File: config.mk
export PLATFORM = sky130hd
export DESIGN_NAME = aurora_link_top
export DESIGN_NICKNAME = d
export VERILOG_FILES = /design/src/aurora_link_pkg.sv /design/src/aurora_link_top.sv /design/src/link_ctrl_regs.sv /design/src/link_status_capture.sv /design/src/link_tx_arbiter.sv /design/src/link_uptime_counter.sv
export SDC_FILE = /design/constraint.sdc
export NUM_CORES = 1
export LEC_CHECK = 0
export ABC_AREA = 0
export CAP_MARGIN = 10
export CORE_MARGIN = 2
export CORE_UTILIZATION = 30
export CTS_CLUSTER_SIZE = 20
export DETAILED_ROUTE_END_ITERATION = 10
export DONT_BUFFER_PORTS = 1
export PLACE_DENSITY_LB_ADDON = 0.05
export SETUP_SLACK_MARGIN = 0.4
export SLEW_MARGIN = 20
export SYNTH_ARGS = -nofsm -noshare
export SYNTH_HDL_FRONTEND = slang
export SYNTH_HIERARCHICAL = 1
export SYNTH_SLANG_ARGS = --single-unit
File: constraint.sdc
create_clock -name user_clk -period 4.8 [get_ports user_clk]
set_clock_uncertainty 0.05 [all_clocks]
set_input_delay 0.96 -clock user_clk [delete_from_list [all_inputs] [get_ports user_clk]]
set_output_delay 0.96 -clock user_clk [all_outputs]
set_load 0.02 [all_outputs]
File: src/aurora_link_pkg.sv
package aurora_link_pkg;

    // stream word and register width
    localparam int DATA_W     = 32;
    localparam int KEEP_W     = 4;
    // byte address, bits 4:2 pick the register
    localparam int REG_ADDR_W = 5;

    localparam logic [2:0] REG_CONTROL  = 3'd0;
    localparam logic [2:0] REG_STATUS   = 3'd1;
    localparam logic [2:0] REG_EYESCAN  = 3'd2;
    localparam logic [2:0] REG_DMONITOR = 3'd3;
    localparam logic [2:0] REG_UPTIME   = 3'd4;

    // ufc size code, one 32-bit word
    localparam logic [2:0] UFC_SIZE_ONE_WORD  = 3'd1;
    localparam logic [3:0] TXDIFFCTRL_DEFAULT = 4'd8;

    typedef struct packed {
        logic        err_clear;
        logic [23:0] rsvd_30_7;
        logic [2:0]  loopback;
        logic        powerdown;
        logic        rsvd_2;
        logic        gt_reset;
        logic        link_reset;
    } ctrl_fields_t;

    typedef struct packed {
        logic [10:0] rsvd_31_21;
        logic [4:0]  postcursor;
        logic [2:0]  rsvd_15_13;
        logic [4:0]  precursor;
        logic [3:0]  rsvd_7_4;
        logic [3:0]  swing;
    } eyescan_fields_t;

    // same bus word, decoded by register address
    typedef union packed {
        logic [DATA_W-1:0] raw;
        ctrl_fields_t      ctrl;
        eyescan_fields_t   eyescan;
    } reg_word_u;

endpackage

File: src/aurora_link_top.sv
`timescale 1ns/10ps

module aurora_link_top #(
    parameter int DATA_W   = aurora_link_pkg::DATA_W,
    parameter int UPTIME_W = DATA_W
) (
    input  logic                                   user_clk,
    input  logic                                   linkerr_reset_userclk,
    input  logic                                   wb_cyc_i,
    input  logic                                   wb_stb_i,
    input  logic                                   wb_we_i,
    input  logic [3:0]                             wb_sel_i,
    input  logic [aurora_link_pkg::REG_ADDR_W-1:0] wb_adr_i,
    input  logic [aurora_link_pkg::DATA_W-1:0]     wb_dat_i,
    output logic                                   wb_ack_o,
    output logic [aurora_link_pkg::DATA_W-1:0]     wb_dat_o,
    input  logic                                   hsk_rst_i,
    output logic                                   lane_up_o,
    output logic [3:0]                             hsk_stat_o,
    input  logic                                   pps_i,
    input  logic                                   lane_up_i,
    input  logic                                   channel_up_i,
    input  logic                                   tx_lock_i,
    input  logic                                   tx_resetdone_i,
    input  logic                                   rx_resetdone_i,
    input  logic                                   hard_err_i,
    input  logic                                   soft_err_i,
    input  logic                                   frame_err_i,
    input  logic [15:0]                            dmonitor_i,
    input  logic [DATA_W-1:0]                      s_axis_tdata_i,
    input  logic [aurora_link_pkg::KEEP_W-1:0]     s_axis_tkeep_i,
    input  logic                                   s_axis_tlast_i,
    input  logic                                   s_axis_tvalid_i,
    output logic                                   s_axis_tready_o,
    input  logic [DATA_W-1:0]                      s_ufc_tdata_i,
    input  logic                                   s_ufc_tvalid_i,
    output logic                                   s_ufc_tready_o,
    output logic [DATA_W-1:0]                      m_tx_tdata_o,
    output logic [aurora_link_pkg::KEEP_W-1:0]     m_tx_tkeep_o,
    output logic                                   m_tx_tlast_o,
    output logic                                   m_tx_tvalid_o,
    input  logic                                   m_tx_tready_i,
    output logic [2:0]                             m_ufc_tdata_o,
    output logic                                   m_ufc_tvalid_o,
    input  logic                                   m_ufc_tready_i,
    output logic                                   link_reset_o,
    output logic                                   gt_reset_o,
    output logic                                   powerdown_o,
    output logic [2:0]                             loopback_o,
    output logic [3:0]                             txdiffctrl_o,
    output logic [4:0]                             txprecursor_o,
    output logic [4:0]                             txpostcursor_o
);

    logic                                err_clear;
    logic [aurora_link_pkg::DATA_W-1:0] status_word;
    logic [UPTIME_W-1:0]                uptime;

    link_ctrl_regs u_regs (
        .user_clk(user_clk), .linkerr_reset_userclk(linkerr_reset_userclk),
        .wb_cyc_i(wb_cyc_i), .wb_stb_i(wb_stb_i), .wb_we_i(wb_we_i),
        .wb_sel_i(wb_sel_i), .wb_adr_i(wb_adr_i), .wb_dat_i(wb_dat_i),
        .hsk_rst_i(hsk_rst_i), .status_i(status_word), .dmonitor_i(dmonitor_i),
        .uptime_i(uptime), .wb_ack_o(wb_ack_o), .wb_dat_o(wb_dat_o),
        .link_reset_o(link_reset_o), .gt_reset_o(gt_reset_o),
        .powerdown_o(powerdown_o), .loopback_o(loopback_o), .err_clear_o(err_clear),
        .txdiffctrl_o(txdiffctrl_o), .txprecursor_o(txprecursor_o),
        .txpostcursor_o(txpostcursor_o)
    );

    // link reset status bit reflects the reset driven toward the core
    link_status_capture u_status (
        .user_clk(user_clk), .linkerr_reset_userclk(linkerr_reset_userclk),
        .err_clear_i(err_clear), .lane_up_i(lane_up_i), .channel_up_i(channel_up_i),
        .tx_lock_i(tx_lock_i), .tx_resetdone_i(tx_resetdone_i),
        .rx_resetdone_i(rx_resetdone_i), .link_reset_i(link_reset_o),
        .hard_err_i(hard_err_i), .soft_err_i(soft_err_i), .frame_err_i(frame_err_i),
        .status_o(status_word), .lane_up_o(lane_up_o), .hsk_stat_o(hsk_stat_o)
    );

    link_uptime_counter #(.UPTIME_W(UPTIME_W)) u_uptime (
        .user_clk(user_clk), .linkerr_reset_userclk(linkerr_reset_userclk),
        .pps_i(pps_i), .tx_ready_i(m_tx_tready_i), .uptime_o(uptime)
    );

    link_tx_arbiter #(.DATA_W(DATA_W)) u_tx_arb (
        .user_clk(user_clk), .linkerr_reset_userclk(linkerr_reset_userclk),
        .s_axis_tdata_i(s_axis_tdata_i), .s_axis_tkeep_i(s_axis_tkeep_i),
        .s_axis_tlast_i(s_axis_tlast_i), .s_axis_tvalid_i(s_axis_tvalid_i),
        .s_axis_tready_o(s_axis_tready_o), .s_ufc_tdata_i(s_ufc_tdata_i),
        .s_ufc_tvalid_i(s_ufc_tvalid_i), .s_ufc_tready_o(s_ufc_tready_o),
        .m_tx_tdata_o(m_tx_tdata_o), .m_tx_tkeep_o(m_tx_tkeep_o),
        .m_tx_tlast_o(m_tx_tlast_o), .m_tx_tvalid_o(m_tx_tvalid_o),
        .m_tx_tready_i(m_tx_tready_i), .m_ufc_tdata_o(m_ufc_tdata_o),
        .m_ufc_tvalid_o(m_ufc_tvalid_o), .m_ufc_tready_i(m_ufc_tready_i)
    );

endmodule

File: src/link_ctrl_regs.sv
`timescale 1ns/10ps

module link_ctrl_regs (
    input  logic                                   user_clk,
    input  logic                                   linkerr_reset_userclk,
    input  logic                                   wb_cyc_i,
    input  logic                                   wb_stb_i,
    input  logic                                   wb_we_i,
    input  logic [3:0]                             wb_sel_i,
    input  logic [aurora_link_pkg::REG_ADDR_W-1:0] wb_adr_i,
    input  logic [aurora_link_pkg::DATA_W-1:0]     wb_dat_i,
    input  logic                                   hsk_rst_i,
    input  logic [aurora_link_pkg::DATA_W-1:0]     status_i,
    input  logic [15:0]                            dmonitor_i,
    input  logic [aurora_link_pkg::DATA_W-1:0]     uptime_i,
    output logic                                   wb_ack_o,
    output logic [aurora_link_pkg::DATA_W-1:0]     wb_dat_o,
    output logic                                   link_reset_o,
    output logic                                   gt_reset_o,
    output logic                                   powerdown_o,
    output logic [2:0]                             loopback_o,
    output logic                                   err_clear_o,
    output logic [3:0]                             txdiffctrl_o,
    output logic [4:0]                             txprecursor_o,
    output logic [4:0]                             txpostcursor_o
);
    import aurora_link_pkg::*;

    typedef enum logic {ST_IDLE, ST_ACK} wb_state_t;

    wb_state_t         state_q;
    logic              req;
    logic              wr_ack;
    logic [2:0]        reg_idx;
    logic [2:0]        base_idx;
    reg_word_u         wr_word;
    ctrl_fields_t      ctrl_rd;
    eyescan_fields_t   eyescan_rd;
    logic [DATA_W-1:0] rd_data;

    assign req      = wb_cyc_i && wb_stb_i;
    assign wb_ack_o = (state_q == ST_ACK);
    // write lands on the edge that closes the ack cycle
    assign wr_ack   = wb_ack_o && req && wb_we_i;
    assign reg_idx  = wb_adr_i[4:2];
    // 5..7 fold back onto status, eye-scan and dmonitor
    assign base_idx = (reg_idx > REG_UPTIME) ? reg_idx - 3'd4 : reg_idx;
    assign wr_word  = wb_dat_i;

    always_comb begin
        ctrl_rd            = '0;
        ctrl_rd.link_reset = link_reset_o;
        ctrl_rd.gt_reset   = gt_reset_o;
        ctrl_rd.powerdown  = powerdown_o;
        ctrl_rd.loopback   = loopback_o;
        ctrl_rd.err_clear  = err_clear_o;
        eyescan_rd            = '0;
        eyescan_rd.swing      = txdiffctrl_o;
        eyescan_rd.precursor  = txprecursor_o;
        eyescan_rd.postcursor = txpostcursor_o;
    end

    always_comb begin
        case (base_idx)
            REG_CONTROL:  rd_data = ctrl_rd;
            REG_STATUS:   rd_data = status_i;
            REG_EYESCAN:  rd_data = eyescan_rd;
            REG_DMONITOR: rd_data = {{(DATA_W-16){1'b0}}, dmonitor_i};
            REG_UPTIME:   rd_data = uptime_i;
            default:      rd_data = '0;
        endcase
    end

    // read data sampled on the request cycle, shown during ack
    always_ff @(posedge user_clk) begin
        if (state_q == ST_IDLE && req && !wb_we_i) begin
            wb_dat_o <= rd_data;
        end
    end

    always_ff @(posedge user_clk) begin
        if (linkerr_reset_userclk) begin
            state_q        <= ST_IDLE;
            link_reset_o   <= 1'b0;
            gt_reset_o     <= 1'b0;
            powerdown_o    <= 1'b0;
            loopback_o     <= 3'd0;
            err_clear_o    <= 1'b0;
            txdiffctrl_o   <= TXDIFFCTRL_DEFAULT;
            txprecursor_o  <= 5'd0;
            txpostcursor_o <= 5'd0;
        end else begin
            case (state_q)
                ST_IDLE: if (req) state_q <= ST_ACK;
                default: state_q <= ST_IDLE;
            endcase
            // housekeeping owns link reset unless a write is landing
            if (!wr_ack) begin
                link_reset_o <= hsk_rst_i;
            end else if (reg_idx == REG_CONTROL && wb_sel_i[0]) begin
                link_reset_o <= wr_word.ctrl.link_reset;
            end
            if (wr_ack && reg_idx == REG_CONTROL) begin
                if (wb_sel_i[0]) begin
                    gt_reset_o  <= wr_word.ctrl.gt_reset;
                    powerdown_o <= wr_word.ctrl.powerdown;
                    loopback_o  <= wr_word.ctrl.loopback;
                end
                if (wb_sel_i[3]) err_clear_o <= wr_word.ctrl.err_clear;
            end
            if (wr_ack && reg_idx == REG_EYESCAN) begin
                if (wb_sel_i[0]) txdiffctrl_o   <= wr_word.eyescan.swing;
                if (wb_sel_i[1]) txprecursor_o  <= wr_word.eyescan.precursor;
                if (wb_sel_i[2]) txpostcursor_o <= wr_word.eyescan.postcursor;
            end
        end
    end

endmodule

File: src/link_status_capture.sv
`timescale 1ns/10ps

module link_status_capture (
    input  logic        user_clk,
    input  logic        linkerr_reset_userclk,
    input  logic        err_clear_i,
    input  logic        lane_up_i,
    input  logic        channel_up_i,
    input  logic        tx_lock_i,
    input  logic        tx_resetdone_i,
    input  logic        rx_resetdone_i,
    input  logic        link_reset_i,
    input  logic        hard_err_i,
    input  logic        soft_err_i,
    input  logic        frame_err_i,
    output logic [31:0] status_o,
    output logic        lane_up_o,
    output logic [3:0]  hsk_stat_o
);

    // level flags, lowest first: lane, channel, lock, tx done, rx done, link reset
    logic [5:0] flag_q;
    // sticky hard, soft, frame errors
    logic [2:0] err_q;

    always_ff @(posedge user_clk) begin
        if (linkerr_reset_userclk) begin
            flag_q <= 6'd0;
        end else begin
            flag_q <= {link_reset_i, rx_resetdone_i, tx_resetdone_i,
                       tx_lock_i, channel_up_i, lane_up_i};
        end
    end

    // clear wins over a new error in the same cycle
    always_ff @(posedge user_clk) begin
        if (linkerr_reset_userclk || err_clear_i) begin
            err_q <= 3'd0;
        end else begin
            if (hard_err_i)  err_q[0] <= 1'b1;
            if (soft_err_i)  err_q[1] <= 1'b1;
            if (frame_err_i) err_q[2] <= 1'b1;
        end
    end

    // bit 2 and bit 7 stay zero
    assign status_o   = {21'd0, err_q, 1'b0, flag_q[5:2], 1'b0, flag_q[1:0]};
    assign lane_up_o  = flag_q[0];
    assign hsk_stat_o = status_o[3:0];

endmodule

File: src/link_tx_arbiter.sv
`timescale 1ns/10ps

module link_tx_arbiter #(
    parameter int DATA_W = 32
) (
    input  logic                               user_clk,
    input  logic                               linkerr_reset_userclk,
    input  logic [DATA_W-1:0]                  s_axis_tdata_i,
    input  logic [aurora_link_pkg::KEEP_W-1:0] s_axis_tkeep_i,
    input  logic                               s_axis_tlast_i,
    input  logic                               s_axis_tvalid_i,
    output logic                               s_axis_tready_o,
    input  logic [DATA_W-1:0]                  s_ufc_tdata_i,
    input  logic                               s_ufc_tvalid_i,
    output logic                               s_ufc_tready_o,
    output logic [DATA_W-1:0]                  m_tx_tdata_o,
    output logic [aurora_link_pkg::KEEP_W-1:0] m_tx_tkeep_o,
    output logic                               m_tx_tlast_o,
    output logic                               m_tx_tvalid_o,
    input  logic                               m_tx_tready_i,
    output logic [2:0]                         m_ufc_tdata_o,
    output logic                               m_ufc_tvalid_o,
    input  logic                               m_ufc_tready_i
);
    import aurora_link_pkg::*;

    // high for the single cycle after a ufc request handshake
    logic ufc_cycle_q;

    always_ff @(posedge user_clk) begin
        if (linkerr_reset_userclk) begin
            ufc_cycle_q <= 1'b0;
        end else begin
            ufc_cycle_q <= m_ufc_tvalid_o && m_ufc_tready_i;
        end
    end

    // request is masked in the data cycle, so never two in a row
    assign m_ufc_tvalid_o = s_ufc_tvalid_i && !ufc_cycle_q;
    assign m_ufc_tdata_o  = UFC_SIZE_ONE_WORD;

    // the ufc word is popped as it goes out
    assign s_ufc_tready_o = ufc_cycle_q;

    // ufc word borrows the data lane for one cycle
    assign m_tx_tdata_o  = ufc_cycle_q ? s_ufc_tdata_i : s_axis_tdata_i;
    assign m_tx_tkeep_o  = s_axis_tkeep_i;
    assign m_tx_tlast_o  = s_axis_tlast_i;
    assign m_tx_tvalid_o = s_axis_tvalid_i && !ufc_cycle_q;

    // user data stalls for link back-pressure and for the ufc cycle
    assign s_axis_tready_o = m_tx_tready_i && !ufc_cycle_q;

endmodule

File: src/link_uptime_counter.sv
`timescale 1ns/10ps

module link_uptime_counter #(
    parameter int UPTIME_W = 32
) (
    input  logic                user_clk,
    input  logic                linkerr_reset_userclk,
    input  logic                pps_i,
    input  logic                tx_ready_i,
    output logic [UPTIME_W-1:0] uptime_o
);

    logic [UPTIME_W-1:0] count_q;

    // pps cycle itself is never counted
    always_ff @(posedge user_clk) begin
        if (linkerr_reset_userclk) begin
            count_q <= '0;
        end else if (pps_i) begin
            count_q <= '0;
        end else if (tx_ready_i) begin
            count_q <= count_q + 1'b1;
        end
    end

    // count over the last full second
    always_ff @(posedge user_clk) begin
        if (linkerr_reset_userclk) begin
            uptime_o <= '0;
        end else if (pps_i) begin
            uptime_o <= count_q;
        end
    end

endmodule

== Yosys cells after proc, flatten, opt, wreduce, memory -nomap -nowiden ==
Index checks and enable logic that the tools add are counted.

* Add/sub/neg operators: 2
* Magnitude comparators: 1
* Equal/unequal tests: 6
* Muxes and demuxes: 6
* Bitwise operators: 1
* Reductions and logical operators: 24

{| class="wikitable"
|+ Operators with widths
! operator !! count
|-
| $pmux 32 s5 || 1
|-
| $add 32x1->32 const B || 1
|-
| $mux 32 || 1
|-
| $logic_and 1x1->1 || 12
|-
| $reduce_and 2->1 || 5
|-
| $eq 3x2->1 const B || 3
|-
| $logic_not 3->1 || 2
|-
| $reduce_or 2->1 || 2
|-
| $eq 3x1->1 const B || 1
|-
| $eq 3x3->1 const B || 1
|-
| $gt 3x3->1 const B || 1
|-
| $mux 1 || 3
|-
| $mux 3 || 1
|-
| $sub 3x3->3 const B || 1
|-
| $logic_not 1->1 || 2
|-
| $ne 2x2->1 const B || 1
|-
| $logic_or 1x1->1 || 1
|-
| $not 1->1 || 1
|}

* Register bits: 128
* Output and inout port bits: 102
* Word-level logic and storage cells: 57

== Depth between registers and ports, before layout ==
* Depth after elaboration: 5
* Mapped depth: 6
* Depth with buffers taken out: 5

== Modules after synthesis ==
Netlist, hierarchy kept.

{| class="wikitable"
|+ By module, submodules not included
! module !! times used !! cells each !! area an instance (sq um) !! seq. area each (sq um)
|-
| link_ctrl_regs || 1 || 243 || 2686.3 || 1401.3
|-
| link_uptime_counter || 1 || 279 || 2663.8 || 1281.2
|-
| link_tx_arbiter || 1 || 51 || 639.4 || 20.0
|-
| link_status_capture || 1 || 50 || 457.9 || 180.2
|}

== Least setup slack after synthesis ==
No wires, ideal clock.

* Path type: input-to-reg
* Start point: input wb_we_i
* End point: register u_regs/wb_dat_o[0] (netlist bit) (enable)
* Library setup time: 461 ps
* Arrival time: 3240 ps
* Path slack: 1049 ps
* Stages on the path: 1
* Path through: nor3_1

* Longest elaborated chain between the ends: 2

{| class="wikitable"
|+ RTL lines
! what !! line !! RTL
|-
| start, declared || aurora_link_top.sv:11 || <nowiki>input logic wb_we_i,</nowiki>
|-
| $logic_not 1->1 || link_ctrl_regs.sv:76 || <nowiki>if (state_q == ST_IDLE && req && !wb_we_i) begin</nowiki>
|-
| $logic_and 1x1->1 || link_ctrl_regs.sv:76 ||
|-
| end signal, assigned || link_ctrl_regs.sv:77 || <nowiki>wb_dat_o <= rd_data;</nowiki>
|-
| end, declared || link_ctrl_regs.sv:17 || <nowiki>output logic [aurora_link_pkg::DATA_W-1:0] wb_dat_o,</nowiki>
|}

Every way passes these cells.
A chain may end at the register's enable or synchronous reset.

== Final worst setup path ==
* Start point: register u_tx_arb.ufc_cycle_q, in the netlist u_tx_arb/s_ufc_tready_o
* End point: output m_tx_tdata_o[29]

* Longest elaborated chain between the ends: 1

{| class="wikitable"
|+ RTL lines
! what !! line !! RTL
|-
| start, declared || link_tx_arbiter.sv:28 || <nowiki>logic ufc_cycle_q;</nowiki>
|-
| start signal, assigned || link_tx_arbiter.sv:34 || <nowiki>ufc_cycle_q <= m_ufc_tvalid_o && m_ufc_tready_i;</nowiki>
|-
| $mux 32 || link_tx_arbiter.sv:46 || <nowiki>assign m_tx_tdata_o = ufc_cycle_q ? s_ufc_tdata_i : s_axis_tdata_i;</nowiki>
|-
| end, declared || aurora_link_top.sv:38 || <nowiki>output logic [DATA_W-1:0] m_tx_tdata_o,</nowiki>
|}

Every way passes these cells.

==> results.cfg <==
[global_route]
grt_usage_pct = 16.4
antenna_found_initial = 1
grt_pass1_wl_um = 27400
overflow = 0
grt_max_degree = 69
grt_pass1_vias = 4451

[critical_path]
cp-start-kind = flip-flop
critPathRequiredTime_ns = 3.79
worstPathCellList = mux2_2
path_delay_family = flip-flops
path_buf_inv = 0
cp-end-kind = primary output
rrSetupSlack_ns = 2.61
crit_type = reg2out
worstPathMaxFanout = 37
cp_slowest_stage_delay_ns = 0.75
slowest_stage = dfxtp_4
crit_arrival_ns = 1.69

[layout]
final_util_pct = 33.0
layout.cells.non_filler = 879
final_cell_area_mm2 = 0.00696
nNetsFinal = 735
area_growth_pct = 8.01
drive_gt1_share_pct = 13.8

[clock_network]
cts_resized = 0
hold_buffers = 0
clkSinkCount = 128
post-cts-setup-buffer-count = 0
cts.clk_slew.worst_paths_ns = 0.05
cts_max_path_buffers = 2
cts_root_buffer = clkbuf_16
cts_max_level = 4
cts_tree = built
cts_made_buffers = 17
clkLatencyLatePin_ns = 0.41

[route]
drtPass1Iterations = 4
drt_iter0_drc = 264
drc = 0
wl_per_cell_um = 21.2
vias = 4548
drt_wl_total_um = 18600
avgViaCountPerCell = 5.17
drtAntennaViolNets = 0

[sta]
fin_setup_tns_ns = 0
fmax_ghz = 0.371
maxSlewHeadroom_pct = 43.4
whs_ns = 0.437
period_needed_ns = 2.70
finalHoldViolCount = 0
setup_viol_count_final = 0
worst_pin_slew_ns = 0.848
period_share_pct = 56.2
rsz0062_at_grt = no
slew_violations = 0

[placed_design]
dpl_cell_area_mm2 = 0.00634
dpl.hpwl_um = 13500
port_buffers = 0
placedCellCount = 845
gp_congestion = 0.822

[floorplan]
core_mm2 = 0.0211
die_area_mm2 = 0.0227
initial_core_util_pct = 30.6
pin_count = 247
die_h_um = 151
rows = 53
die_w_um = 151

[hold_path]
hp-class = reg2reg

[synth]
synthArstFlopShare_pct = 0
syn_inst = 623
synth_ff_type = dfxtp_1
synth_warnings = 6
synth_cell_types = 56
syn_avg_cell_area_um2 = 10.3
syn_area_mm2 = 0.00645
ys_ff_latch = 128
synth-edff-count = 32
ys_seq_area_share_pct = 44.7

[outcome]
status = finished clean

[power]
irDropWorstVdd_mv = 0.145
p_per_area_mw_per_mm2 = 378
power.leakage_nw = 2.48

[run]
maxCapViolCount = 0
==> Yosys cell counts, drive strengths merged (5+ instances only) <==
library cell / instances / area share, %
nand4: 15 / 2.4
o31ai: 7 / 0.82
and3: 5 / 0.49
o21ai: 40 / 3.1
dfxtp: 96 / 30
nor3: 6 / 0.47
a221oi: 6 / 0.82
mux2: 39 / 8.3
or3: 11 / 1.1
edfxtp: 32 / 15
xor2: 7 / 0.95
nor2: 60 / 3.5
mux2i: 44 / 6.8
a21oi: 42 / 3.3
a22oi: 19 / 2.2
buf: 67 / 8.0
nand2: 26 / 1.5
nor2b: 11 / 1.1
or4: 7 / 0.82
clkbuf: 11 / 0.64
nand3: 30 / 2.3
and4: 5 / 0.72
==> power breakdown <==
part	switching [mW]	internal (mW)
Clock	0.467	0.876
Combinational	0.0746	0.0621
Sequential	0.0306	1.12
==> cells by family (layout without fill, tap and decap cells) <==
logic type                 after synthesis  in the layout  synth area share, %
and+or+nand+nor                        192            192                 17.2
DFF                                    128            128                 44.7
AOI/OAI and AO/OA                      120            120                 11.1
muxes                                   86             86                 16.2
buffers and inverters                   82             37                 8.89
xor gates and xnor gates                11             11                 1.49
other                                    3             29                0.175
adders and majority gates                1              1                0.194
==> path summary, 6_finish.rpt <==
check	from	end	depth (start not counted)
min reg2reg	u_uptime/count_q[31]	u_uptime/count_q[31]	2
min	u_uptime/count_q[31]	u_uptime/count_q[31]	2
max	u_tx_arb/s_ufc_tready_o	m_tx_tdata_o[29]	1
max reg2reg	u_uptime/count_q[7]	u_uptime/count_q[31]	4
==> routing by layer <==
layer	share of wire (%)	up-vias	global-route usage, %
met4	1.5	0	5.14
li1	-	2154	-
met2	52	164	29.5
met5	0	-	0
met3	5.6	23	4.21
met1	41	2207	19.1
==> per-stage QoR <==
step / total power [mW] / setup WS (ns)
final: 2.63 / 2.10
after global routing: 2.73 / 2.02
after CTS: 2.68 / 1.76
after detailed placement: 1.32 / 2.22
after global placement: 1.32 / 2.23
after floorplan: 1.35 / 1.05
==> cells in the final DEF, fill, tap and decap left out, types with 4 or more instances in the layout <==
cell type,count
nand4_1,9
clkbuf_16,17
inv_1,4
or3_1,11
mux2i_1,44
a221oi_1,6
mux2_4,26
o21ai_1,24
mux2_1,6
edfxtp_1,32
clkinv_2,5
conb_1,27
and4_1,4
nand3_1,30
nand2_1,26
o31ai_1,7
and3_1,5
o21ai_0,16
xor2_1,7
bufinv_16,4
dfxtp_1,95
mux2_2,7
nor2_1,60
xnor2_1,4
a22oi_1,19
or4_1,7
nor2b_1,10
a21oi_1,42
nor3_1,5
==> sequential cells by signal, summed over array words and instances, names as in the netlist <==
register,count
u_regs/loopback_o,3
u_tx_arb/s_ufc_tready_o,1
u_regs/txprecursor_o,5
u_uptime/uptime_o,32
u_regs/wb_ack_o,1
u_regs/txdiffctrl_o,4
u_regs/err_clear_o,1
u_regs/link_reset_o,1
u_regs/gt_reset_o,1
u_uptime/count_q,32
u_regs/wb_dat_o,32
u_regs/powerdown_o,1
u_regs/txpostcursor_o,5
u_status/flag_q,6
u_status/err_q,3
==> final cells by class <==
class / instances / area [um2]
repair buffers: 1 / 7.51
flip-flops and latches: 128 / 2890
multi-input cells: 437 / 3090
clock buffers: 20 / 447
clock inverters: 12 / 165
well taps: 275 / 344
inverters: 4 / 15.0
diodes: 2 / 5.00
fillers: 2155 / 14100
No activity file was read; power rests on OpenSTA's default activity.
